## src/logic/fu_pkg.sv

```systemverilog
`default_nettype none

package fu_pkg;

  // Default datapath widths
  localparam int DEF_GPR_SIZE = 64;
  localparam int DEF_ROB_IDX_SIZE = 6;

  // ALU opcode as sent by the reservation station
  typedef logic [3:0] alu_op_t;

  localparam alu_op_t ALU_OP_PLUS = 4'd0;
  localparam alu_op_t ALU_OP_MINUS = 4'd1;
  localparam alu_op_t ALU_OP_ORN = 4'd2;
  localparam alu_op_t ALU_OP_OR = 4'd3;
  localparam alu_op_t ALU_OP_EOR = 4'd4;
  localparam alu_op_t ALU_OP_AND = 4'd5;
  localparam alu_op_t ALU_OP_CSEL = 4'd6;
  localparam alu_op_t ALU_OP_CSINC = 4'd7;
  localparam alu_op_t ALU_OP_CSINV = 4'd8;
  localparam alu_op_t ALU_OP_CSNEG = 4'd9;

  // ARM condition codes, standard encoding
  typedef logic [3:0] cond_t;

  localparam cond_t COND_EQ = 4'h0;
  localparam cond_t COND_NE = 4'h1;
  localparam cond_t COND_CS = 4'h2;
  localparam cond_t COND_CC = 4'h3;
  localparam cond_t COND_MI = 4'h4;
  localparam cond_t COND_PL = 4'h5;
  localparam cond_t COND_VS = 4'h6;
  localparam cond_t COND_VC = 4'h7;
  localparam cond_t COND_HI = 4'h8;
  localparam cond_t COND_LS = 4'h9;
  localparam cond_t COND_GE = 4'hA;
  localparam cond_t COND_LT = 4'hB;
  localparam cond_t COND_GT = 4'hC;
  localparam cond_t COND_LE = 4'hD;
  localparam cond_t COND_AL = 4'hE;
  localparam cond_t COND_NV = 4'hF;

  // Flags, N in bit 3 down to V in bit 0
  typedef logic [3:0] nzcv_t;

  localparam int NZCV_N = 3;
  localparam int NZCV_Z = 2;
  localparam int NZCV_C = 1;
  localparam int NZCV_V = 0;

  // Result source chosen by decode
  typedef logic [2:0] logic_sel_t;

  localparam logic_sel_t SEL_ZERO = 3'd0;
  localparam logic_sel_t SEL_ADD = 3'd1;
  localparam logic_sel_t SEL_OR = 3'd2;
  localparam logic_sel_t SEL_EOR = 3'd3;
  localparam logic_sel_t SEL_AND = 3'd4;

  // Value used by a conditional select when the condition fails
  typedef logic [1:0] csel_mode_t;

  localparam csel_mode_t CSEL_MODE_SEL = 2'd0;
  localparam csel_mode_t CSEL_MODE_INC = 2'd1;
  localparam csel_mode_t CSEL_MODE_INV = 2'd2;
  localparam csel_mode_t CSEL_MODE_NEG = 2'd3;

endpackage

`default_nettype wire

```

## src/logic/alu_decode.sv

```systemverilog
`timescale 1ns/10ps
`default_nettype none

module alu_decode #(
  parameter int GPR_SIZE = fu_pkg::DEF_GPR_SIZE,
  parameter int ROB_IDX_SIZE = fu_pkg::DEF_ROB_IDX_SIZE
) (
  input  logic                    in_clk,
  input  logic                    in_rst_n,
  input  logic                    in_start,
  input  logic                    in_stall,
  input  fu_pkg::alu_op_t         in_op,
  input  logic [GPR_SIZE-1:0]     in_val_a,
  input  logic [GPR_SIZE-1:0]     in_val_b,
  input  logic [ROB_IDX_SIZE-1:0] in_dst_rob_index,
  input  logic                    in_set_nzcv,
  input  fu_pkg::nzcv_t           in_nzcv,
  input  fu_pkg::cond_t           in_cond,
  output logic                    valid,
  output logic [GPR_SIZE-1:0]     val_a,
  output logic [GPR_SIZE-1:0]     val_b,
  output logic [ROB_IDX_SIZE-1:0] dst_rob_index,
  output logic                    set_nzcv,
  output fu_pkg::nzcv_t           nzcv,
  output fu_pkg::cond_t           cond,
  output logic                    is_sub,
  output logic                    invert_b,
  output fu_pkg::logic_sel_t      logic_sel,
  output logic                    is_csel,
  output fu_pkg::csel_mode_t      csel_mode
);

  logic                 dec_is_sub;
  logic                 dec_invert_b;
  fu_pkg::logic_sel_t   dec_logic_sel;
  logic                 dec_is_csel;
  fu_pkg::csel_mode_t   dec_csel_mode;

  // Opcode to control fields
  always_comb begin
    dec_is_sub = 1'b0;
    dec_invert_b = 1'b0;
    dec_logic_sel = fu_pkg::SEL_ZERO;
    dec_is_csel = 1'b0;
    dec_csel_mode = fu_pkg::CSEL_MODE_SEL;
    case (in_op)
      fu_pkg::ALU_OP_PLUS: dec_logic_sel = fu_pkg::SEL_ADD;
      fu_pkg::ALU_OP_MINUS: begin
        // A + ~B + 1
        dec_logic_sel = fu_pkg::SEL_ADD;
        dec_invert_b = 1'b1;
        dec_is_sub = 1'b1;
      end
      fu_pkg::ALU_OP_ORN: begin
        dec_logic_sel = fu_pkg::SEL_OR;
        dec_invert_b = 1'b1;
      end
      fu_pkg::ALU_OP_OR: dec_logic_sel = fu_pkg::SEL_OR;
      fu_pkg::ALU_OP_EOR: dec_logic_sel = fu_pkg::SEL_EOR;
      fu_pkg::ALU_OP_AND: dec_logic_sel = fu_pkg::SEL_AND;
      fu_pkg::ALU_OP_CSEL: dec_is_csel = 1'b1;
      fu_pkg::ALU_OP_CSINC: begin
        dec_is_csel = 1'b1;
        dec_csel_mode = fu_pkg::CSEL_MODE_INC;
      end
      fu_pkg::ALU_OP_CSINV: begin
        dec_is_csel = 1'b1;
        dec_csel_mode = fu_pkg::CSEL_MODE_INV;
      end
      fu_pkg::ALU_OP_CSNEG: begin
        dec_is_csel = 1'b1;
        dec_csel_mode = fu_pkg::CSEL_MODE_NEG;
      end
      // Unknown codes keep the zero selection
      default: dec_logic_sel = fu_pkg::SEL_ZERO;
    endcase
  end

  // Stage-1 valid, frozen under stall
  always_ff @(posedge in_clk or negedge in_rst_n) begin
    if (!in_rst_n) begin
      valid <= 1'b0;
    end else if (!in_stall) begin
      valid <= in_start;
    end
  end

  // Operation fields load only on acceptance
  always_ff @(posedge in_clk) begin
    if (!in_stall && in_start) begin
      val_a <= in_val_a;
      val_b <= in_val_b;
      dst_rob_index <= in_dst_rob_index;
      set_nzcv <= in_set_nzcv;
      nzcv <= in_nzcv;
      cond <= in_cond;
      is_sub <= dec_is_sub;
      invert_b <= dec_invert_b;
      logic_sel <= dec_logic_sel;
      is_csel <= dec_is_csel;
      csel_mode <= dec_csel_mode;
    end
  end

endmodule

`default_nettype wire

```

## src/logic/alu_execute.sv

```systemverilog
`timescale 1ns/10ps
`default_nettype none

module alu_execute #(
  parameter int GPR_SIZE = fu_pkg::DEF_GPR_SIZE
) (
  input  logic [GPR_SIZE-1:0] val_a,
  input  logic [GPR_SIZE-1:0] val_b,
  input  logic                is_sub,
  input  logic                invert_b,
  input  fu_pkg::logic_sel_t  logic_sel,
  input  logic                is_csel,
  input  fu_pkg::csel_mode_t  csel_mode,
  input  logic                holds,
  output logic [GPR_SIZE:0]   result_wide,
  output logic                carry,
  output logic                overflow,
  output logic                condition
);

  logic [GPR_SIZE-1:0] b_eff;
  logic [GPR_SIZE:0]   sum;
  logic                sum_ovf;
  logic [GPR_SIZE-1:0] csel_b;
  logic                csel_inc;
  logic [GPR_SIZE-1:0] csel_alt;
  logic                is_arith;

  // Second operand, inverted for SUB and ORN
  assign b_eff = invert_b ? ~val_b : val_b;

  // Carry-in of one completes the two's complement
  assign sum = {1'b0, val_a} + {1'b0, b_eff} + {{GPR_SIZE{1'b0}}, is_sub};

  // Same operand signs, different result sign
  assign sum_ovf = (val_a[GPR_SIZE-1] == b_eff[GPR_SIZE-1]) &&
                   (sum[GPR_SIZE-1] != val_a[GPR_SIZE-1]);

  // Fail path of the selects, shared incrementer
  // INV and NEG invert B, INC and NEG add one
  assign csel_b = (csel_mode == fu_pkg::CSEL_MODE_INV || csel_mode == fu_pkg::CSEL_MODE_NEG)
                  ? ~val_b : val_b;
  assign csel_inc = (csel_mode == fu_pkg::CSEL_MODE_INC || csel_mode == fu_pkg::CSEL_MODE_NEG);
  assign csel_alt = csel_b + {{(GPR_SIZE-1){1'b0}}, csel_inc};

  assign is_arith = !is_csel && (logic_sel == fu_pkg::SEL_ADD);

  always_comb begin
    if (is_csel) begin
      result_wide = {1'b0, (holds ? val_a : csel_alt)};
    end else begin
      case (logic_sel)
        fu_pkg::SEL_ADD: result_wide = sum;
        fu_pkg::SEL_OR: result_wide = {1'b0, val_a | b_eff};
        fu_pkg::SEL_EOR: result_wide = {1'b0, val_a ^ b_eff};
        fu_pkg::SEL_AND: result_wide = {1'b0, val_a & b_eff};
        default: result_wide = '0;
      endcase
    end
  end

  // C and V only meaningful for add and subtract
  assign carry = is_arith && sum[GPR_SIZE];
  assign overflow = is_arith && sum_ovf;

  // Condition result reported only for selects
  assign condition = is_csel && holds;

endmodule

`default_nettype wire

```

## src/logic/alu_result.sv

```systemverilog
`timescale 1ns/10ps
`default_nettype none

module alu_result #(
  parameter int GPR_SIZE = fu_pkg::DEF_GPR_SIZE,
  parameter int ROB_IDX_SIZE = fu_pkg::DEF_ROB_IDX_SIZE
) (
  input  logic                    in_clk,
  input  logic                    in_rst_n,
  input  logic                    in_stall,
  input  logic                    valid,
  input  logic [GPR_SIZE:0]       result_wide,
  input  logic                    carry,
  input  logic                    overflow,
  input  logic                    condition,
  input  logic                    set_nzcv,
  input  fu_pkg::nzcv_t           nzcv,
  input  logic [ROB_IDX_SIZE-1:0] dst_rob_index,
  output logic                    done,
  output logic [GPR_SIZE-1:0]     value,
  output fu_pkg::nzcv_t           out_nzcv,
  output logic                    out_set_nzcv,
  output logic                    out_condition,
  output logic [ROB_IDX_SIZE-1:0] out_dst_rob_index
);

  logic [GPR_SIZE-1:0] res;
  fu_pkg::nzcv_t       calc_nzcv;
  fu_pkg::nzcv_t       next_nzcv;
  logic                load;

  assign res = result_wide[GPR_SIZE-1:0];

  // Flags from this result
  always_comb begin
    calc_nzcv = '0;
    calc_nzcv[fu_pkg::NZCV_N] = res[GPR_SIZE-1];
    calc_nzcv[fu_pkg::NZCV_Z] = (res == '0);
    calc_nzcv[fu_pkg::NZCV_C] = carry;
    calc_nzcv[fu_pkg::NZCV_V] = overflow;
  end

  // Incoming flags pass through when not setting
  assign next_nzcv = set_nzcv ? calc_nzcv : nzcv;

  // Capture only a live operation, hold otherwise
  assign load = valid && !in_stall;

  // Done pulse and reset-visible outputs
  always_ff @(posedge in_clk or negedge in_rst_n) begin
    if (!in_rst_n) begin
      done <= 1'b0;
      out_set_nzcv <= 1'b0;
      out_condition <= 1'b0;
    end else begin
      // No new pulse while the ROB stalls
      done <= load;
      if (load) begin
        out_set_nzcv <= set_nzcv;
        out_condition <= condition;
      end
    end
  end

  // Payload toward the ROB
  always_ff @(posedge in_clk) begin
    if (load) begin
      value <= res;
      out_nzcv <= next_nzcv;
      out_dst_rob_index <= dst_rob_index;
    end
  end

endmodule

`default_nettype wire

```

## src/logic/cond_eval.sv

```systemverilog
`timescale 1ns/10ps
`default_nettype none

module cond_eval (
  input  fu_pkg::cond_t cond,
  input  fu_pkg::nzcv_t nzcv,
  output logic          holds
);

  logic n;
  logic z;
  logic c;
  logic v;

  // Split flags
  assign n = nzcv[fu_pkg::NZCV_N];
  assign z = nzcv[fu_pkg::NZCV_Z];
  assign c = nzcv[fu_pkg::NZCV_C];
  assign v = nzcv[fu_pkg::NZCV_V];

  always_comb begin
    case (cond)
      fu_pkg::COND_EQ: holds = z;
      fu_pkg::COND_NE: holds = !z;
      fu_pkg::COND_CS: holds = c;
      fu_pkg::COND_CC: holds = !c;
      fu_pkg::COND_MI: holds = n;
      fu_pkg::COND_PL: holds = !n;
      fu_pkg::COND_VS: holds = v;
      fu_pkg::COND_VC: holds = !v;
      // Unsigned higher / lower or same
      fu_pkg::COND_HI: holds = c && !z;
      fu_pkg::COND_LS: holds = !c || z;
      // Signed compares
      fu_pkg::COND_GE: holds = (n == v);
      fu_pkg::COND_LT: holds = (n != v);
      fu_pkg::COND_GT: holds = !z && (n == v);
      fu_pkg::COND_LE: holds = z || (n != v);
      // AL and NV both always true
      default: holds = 1'b1;
    endcase
  end

endmodule

`default_nettype wire

```

## src/logic/func_units.sv

```systemverilog
`timescale 1ns/10ps
`default_nettype none

module func_units #(
  parameter int GPR_SIZE = fu_pkg::DEF_GPR_SIZE,
  parameter int ROB_IDX_SIZE = fu_pkg::DEF_ROB_IDX_SIZE
) (
  input  logic                    in_clk,
  input  logic                    in_rst_n,
  // From reservation station
  input  logic                    in_rs_alu_start,
  input  fu_pkg::alu_op_t         in_rs_alu_op,
  input  logic [GPR_SIZE-1:0]     in_rs_alu_val_a,
  input  logic [GPR_SIZE-1:0]     in_rs_alu_val_b,
  input  logic [ROB_IDX_SIZE-1:0] in_rs_alu_dst_rob_index,
  input  logic                    in_rs_alu_set_nzcv,
  input  fu_pkg::nzcv_t           in_rs_alu_nzcv,
  input  fu_pkg::cond_t           in_rs_alu_cond,
  // From ROB
  input  logic                    in_rob_stall,
  // To reservation station
  output logic                    out_rs_alu_ready,
  output logic                    out_rs_ls_ready,
  // To ROB
  output logic                    out_rob_done,
  output logic [ROB_IDX_SIZE-1:0] out_rob_dst_rob_index,
  output logic [GPR_SIZE-1:0]     out_rob_value,
  output logic                    out_rob_set_nzcv,
  output fu_pkg::nzcv_t           out_rob_nzcv,
  output logic                    out_alu_condition
);

  // Stage-1 fields
  logic                    s1_valid;
  logic [GPR_SIZE-1:0]     s1_val_a;
  logic [GPR_SIZE-1:0]     s1_val_b;
  logic [ROB_IDX_SIZE-1:0] s1_dst_rob_index;
  logic                    s1_set_nzcv;
  fu_pkg::nzcv_t           s1_nzcv;
  fu_pkg::cond_t           s1_cond;
  logic                    s1_is_sub;
  logic                    s1_invert_b;
  fu_pkg::logic_sel_t      s1_logic_sel;
  logic                    s1_is_csel;
  fu_pkg::csel_mode_t      s1_csel_mode;

  // Execute outputs
  logic                    cond_holds;
  logic [GPR_SIZE:0]       ex_result_wide;
  logic                    ex_carry;
  logic                    ex_overflow;
  logic                    ex_condition;

  // Ready whenever the ROB accepts results, no load/store unit yet
  assign out_rs_alu_ready = !in_rob_stall;
  assign out_rs_ls_ready = 1'b0;

  alu_decode #(
    .GPR_SIZE(GPR_SIZE),
    .ROB_IDX_SIZE(ROB_IDX_SIZE)
  ) u_decode (
    .in_clk(in_clk),
    .in_rst_n(in_rst_n),
    .in_start(in_rs_alu_start),
    .in_stall(in_rob_stall),
    .in_op(in_rs_alu_op),
    .in_val_a(in_rs_alu_val_a),
    .in_val_b(in_rs_alu_val_b),
    .in_dst_rob_index(in_rs_alu_dst_rob_index),
    .in_set_nzcv(in_rs_alu_set_nzcv),
    .in_nzcv(in_rs_alu_nzcv),
    .in_cond(in_rs_alu_cond),
    .valid(s1_valid),
    .val_a(s1_val_a),
    .val_b(s1_val_b),
    .dst_rob_index(s1_dst_rob_index),
    .set_nzcv(s1_set_nzcv),
    .nzcv(s1_nzcv),
    .cond(s1_cond),
    .is_sub(s1_is_sub),
    .invert_b(s1_invert_b),
    .logic_sel(s1_logic_sel),
    .is_csel(s1_is_csel),
    .csel_mode(s1_csel_mode)
  );

  // Condition judged on the flags sent with the operation
  cond_eval u_cond (
    .cond(s1_cond),
    .nzcv(s1_nzcv),
    .holds(cond_holds)
  );

  alu_execute #(
    .GPR_SIZE(GPR_SIZE)
  ) u_execute (
    .val_a(s1_val_a),
    .val_b(s1_val_b),
    .is_sub(s1_is_sub),
    .invert_b(s1_invert_b),
    .logic_sel(s1_logic_sel),
    .is_csel(s1_is_csel),
    .csel_mode(s1_csel_mode),
    .holds(cond_holds),
    .result_wide(ex_result_wide),
    .carry(ex_carry),
    .overflow(ex_overflow),
    .condition(ex_condition)
  );

  alu_result #(
    .GPR_SIZE(GPR_SIZE),
    .ROB_IDX_SIZE(ROB_IDX_SIZE)
  ) u_result (
    .in_clk(in_clk),
    .in_rst_n(in_rst_n),
    .in_stall(in_rob_stall),
    .valid(s1_valid),
    .result_wide(ex_result_wide),
    .carry(ex_carry),
    .overflow(ex_overflow),
    .condition(ex_condition),
    .set_nzcv(s1_set_nzcv),
    .nzcv(s1_nzcv),
    .dst_rob_index(s1_dst_rob_index),
    .done(out_rob_done),
    .value(out_rob_value),
    .out_nzcv(out_rob_nzcv),
    .out_set_nzcv(out_rob_set_nzcv),
    .out_condition(out_alu_condition),
    .out_dst_rob_index(out_rob_dst_rob_index)
  );

endmodule

`default_nettype wire

```

## config.mk

```make
export PLATFORM = sky130hd
export DESIGN_NAME = func_units
export DESIGN_NICKNAME = d
export VERILOG_FILES = /design/src/logic/fu_pkg.sv /design/src/logic/alu_decode.sv /design/src/logic/alu_execute.sv /design/src/logic/alu_result.sv /design/src/logic/cond_eval.sv /design/src/logic/func_units.sv
export SDC_FILE = /design/constraint.sdc
export NUM_CORES = 1
export LEC_CHECK = 0
export BUFFER_PORTS_ARGS = -buffer_cell sky130_fd_sc_hd__buf_2
export CORE_MARGIN = 2
export CORE_UTILIZATION = 35
export DETAILED_ROUTE_END_ITERATION = 10
export GPL_TIMING_DRIVEN = 0
export PLACE_DENSITY = 0.52
export SYNTH_ARGS = -nofsm -noshare
export SYNTH_HDL_FRONTEND = slang
export SYNTH_HIERARCHICAL = 1
export SYNTH_SLANG_ARGS = --single-unit
```

## constraint.sdc

```tcl
create_clock -name in_clk -period 15.1 [get_ports in_clk]
set_input_delay 1.51 -clock in_clk [delete_from_list [all_inputs] [get_ports in_clk]]
set_output_delay 1.51 -clock in_clk [all_outputs]
set_load 0.01 [all_outputs]
```

==> results.txt <==
largest net degree at the start of global routing = 37
TritonCTS clock tree = yes
Worst Slack Setup Final = 8.15 ns
fin nets = 2679
status = complete, no violations
RSZ-0062 raised after global routing = false
initial antenna violation count = 0
Hold Crit Class = flip-flop to flip-flop
final hold viol count = 0
Tcrit/Tclk final = 46.0%
post-DP HPWL = 64300 microns
H-tree levels = 1
chip height = 238 microns
Worst-path clk slew = 0.06 ns
FF-to-FF path depth = 20
post-synth net total = 2416
Residual DRC = 0
post-CTS resize count = 0
clk_skew = 0.0174 ns
Post-Synthesis Cells = 2133
R2R Path End = u_result/out_nzcv[2]
final-layout fill cell count = 5386
syn_area_per_cell = 8.97 sq um
Critical Path Sink = u_result/out_nzcv[2]
post-layout min period = 6.95 ns
Slew headroom = 5.73%
worst endpoint required time = 15.50 ns
core area = 53900 sq um
crit path kind = flip-flop to flip-flop
CP startpoint = u_decode/csel_mode[1]
Multi-input gate area = 11000 sq um
Via density = 5.79
crit path launch type = flip-flop
CTS Sinks = 229
arrival time at the worst endpoint = 7.34 ns
Clock Root Buffer = clkbuf_16
I/O pin total = 230
setup violators final = 0
r2r setup slk = 8.15 ns
most common cell after layout, fill and taps aside = buf_2
Power per Cell Area = 104 nW/um^2
die width = 238 microns
DRT Wirelength = 79500 microns
reg2reg start = u_decode/csel_mode[1]
commonest cells after routing, fill and taps aside = buf_2 (243), edfxtp_1 (225), nand2_1 (203), o21ai_0 (189), inv_1 (158)
initial core utilization = 35.5%
drt pass-1 iters = 7
IO Port Bufs = 227
antenna-violating nets left = 0
pre-CTS setup slack = 8.24 ns
Skew-Pair Late Insertion Delay = 0.56 ns
Pleak = 8.85 nW
layout cells sized above 1 = 15.0%
max-slew violations = 0
Tightest Pin Transition = 1.40 ns
n_diodes = 0
Vias = 18000
vias in the first global route = 16500
Worst setup EP type = flip-flop
f_max = 144 MHz
Storage cell area = 6860 sq um
max cap viols = 0
Post-Syn Area = 19100 sq um
die area = 56500 sq um
Crit Path Max Fanout = 10
VDD IR max = 0.0715 mV
area grow syn2layout = 15.6%
starting DRC count in detailed routing = 2308
grt total ovfl = 0
Inserted Clock Buffers = 27
row count = 85
Routed WL per cell = 25.6 microns
final hold slack = 0.421 ns
CTS Hold Buffers Added = 0
Setup TNS Final = 0 ns
CTS max path bufs = 3
gpl congestion = 0.954
global-route wire length before repair = 114000 microns
YS warnings = 6
Post-CTS Setup Repair Bufs = 0
Total Routing Usage GR = 27.3%
-- registers in the layout, indices dropped and copies added (netlist names), 4 cells and up --
| register | count |
|---|---|
| u_decode/val_a | 64 |
| u_decode/val_b | 64 |
| u_result/value | 64 |
| u_decode/dst_rob_index | 6 |
| u_result/out_dst_rob_index | 6 |
| u_decode/cond | 4 |
| u_decode/nzcv | 4 |
| u_result/out_nzcv | 4 |
-- worst max-delay path, cell delays in order, from the launching register on --
cell and delay (ns):
edfxtp_1 0.43, buf_2 0.25, buf_2 0.29, buf_2 0.32, buf_2 0.35, buf_1 0.58, xor2_1 0.20, ha_1 0.24
ha_1 0.36, o2111ai_4 0.29, nor4_2 0.44, buf_4 0.26, nor4b_4 0.38, nand3_1 0.16, xnor2_1 0.16, a222oi_1 0.69
nand3_1 0.27, nor4b_2 0.30, nand2_1 0.13, or4_1 0.52, o22ai_1 0.12
-- routing by layer --
metal  up-vias  routed length (microns)  global-route usage (%)  share of wire (%)
met2       908                    32800                    39.0                 41
met4         0                     1870                    6.90                2.3
met3        99                     7250                    5.24                9.1
met5         -                        0                       0                  0
li1       8306                        -                       -                  -
met1      8674                    37600                    41.8                 47
-- worst min path at each step --
stage | depth (start not counted) | startpoint | end
floorplan | 0 | u_decode/dst_rob_index[0] | u_result/out_dst_rob_index[0]
global placement | 0 | u_decode/dst_rob_index[4] | u_result/out_dst_rob_index[4]
detailed placement | 0 | u_decode/dst_rob_index[4] | u_result/out_dst_rob_index[4]
CTS | 0 | u_decode/dst_rob_index[4] | u_result/out_dst_rob_index[4]
global route | 0 | u_decode/dst_rob_index[5] | u_result/out_dst_rob_index[5]
finish | 0 | u_decode/dst_rob_index[5] | u_result/out_dst_rob_index[5]
-- area by class of cell --
type,instances,share of cell area [%]
Inverter,159,2.70
Tap cell,696,3.94
Clock inverter,14,0.481
Sequential cell,229,31.0
Clock buffer,32,3.28
Buffer,171,3.20
Timing Repair Buffer,234,5.71
Multi-Input combinational cell,1574,49.7
-- where the power goes --
group	internal [mW]	leakage (nW)	switching (mW)
logic	0.285	6.28	0.595
clock network	0.356	0.404	0.261
registers	0.759	2.16	0.0378
-- through the flow --
step                utilization, %  total power [mW]  area (sq um)  std cells
floorplan                        -              1.34         19100       2133
global placement              39.2              1.66         21100       3056
detailed placement            39.5              1.66         21300       3063
CTS                           41.0              2.28         22100       3109
global route                  41.0              2.40         22100       3109
finish                        41.0              2.29         22100       3109
(Power assumes the default switching activity.)
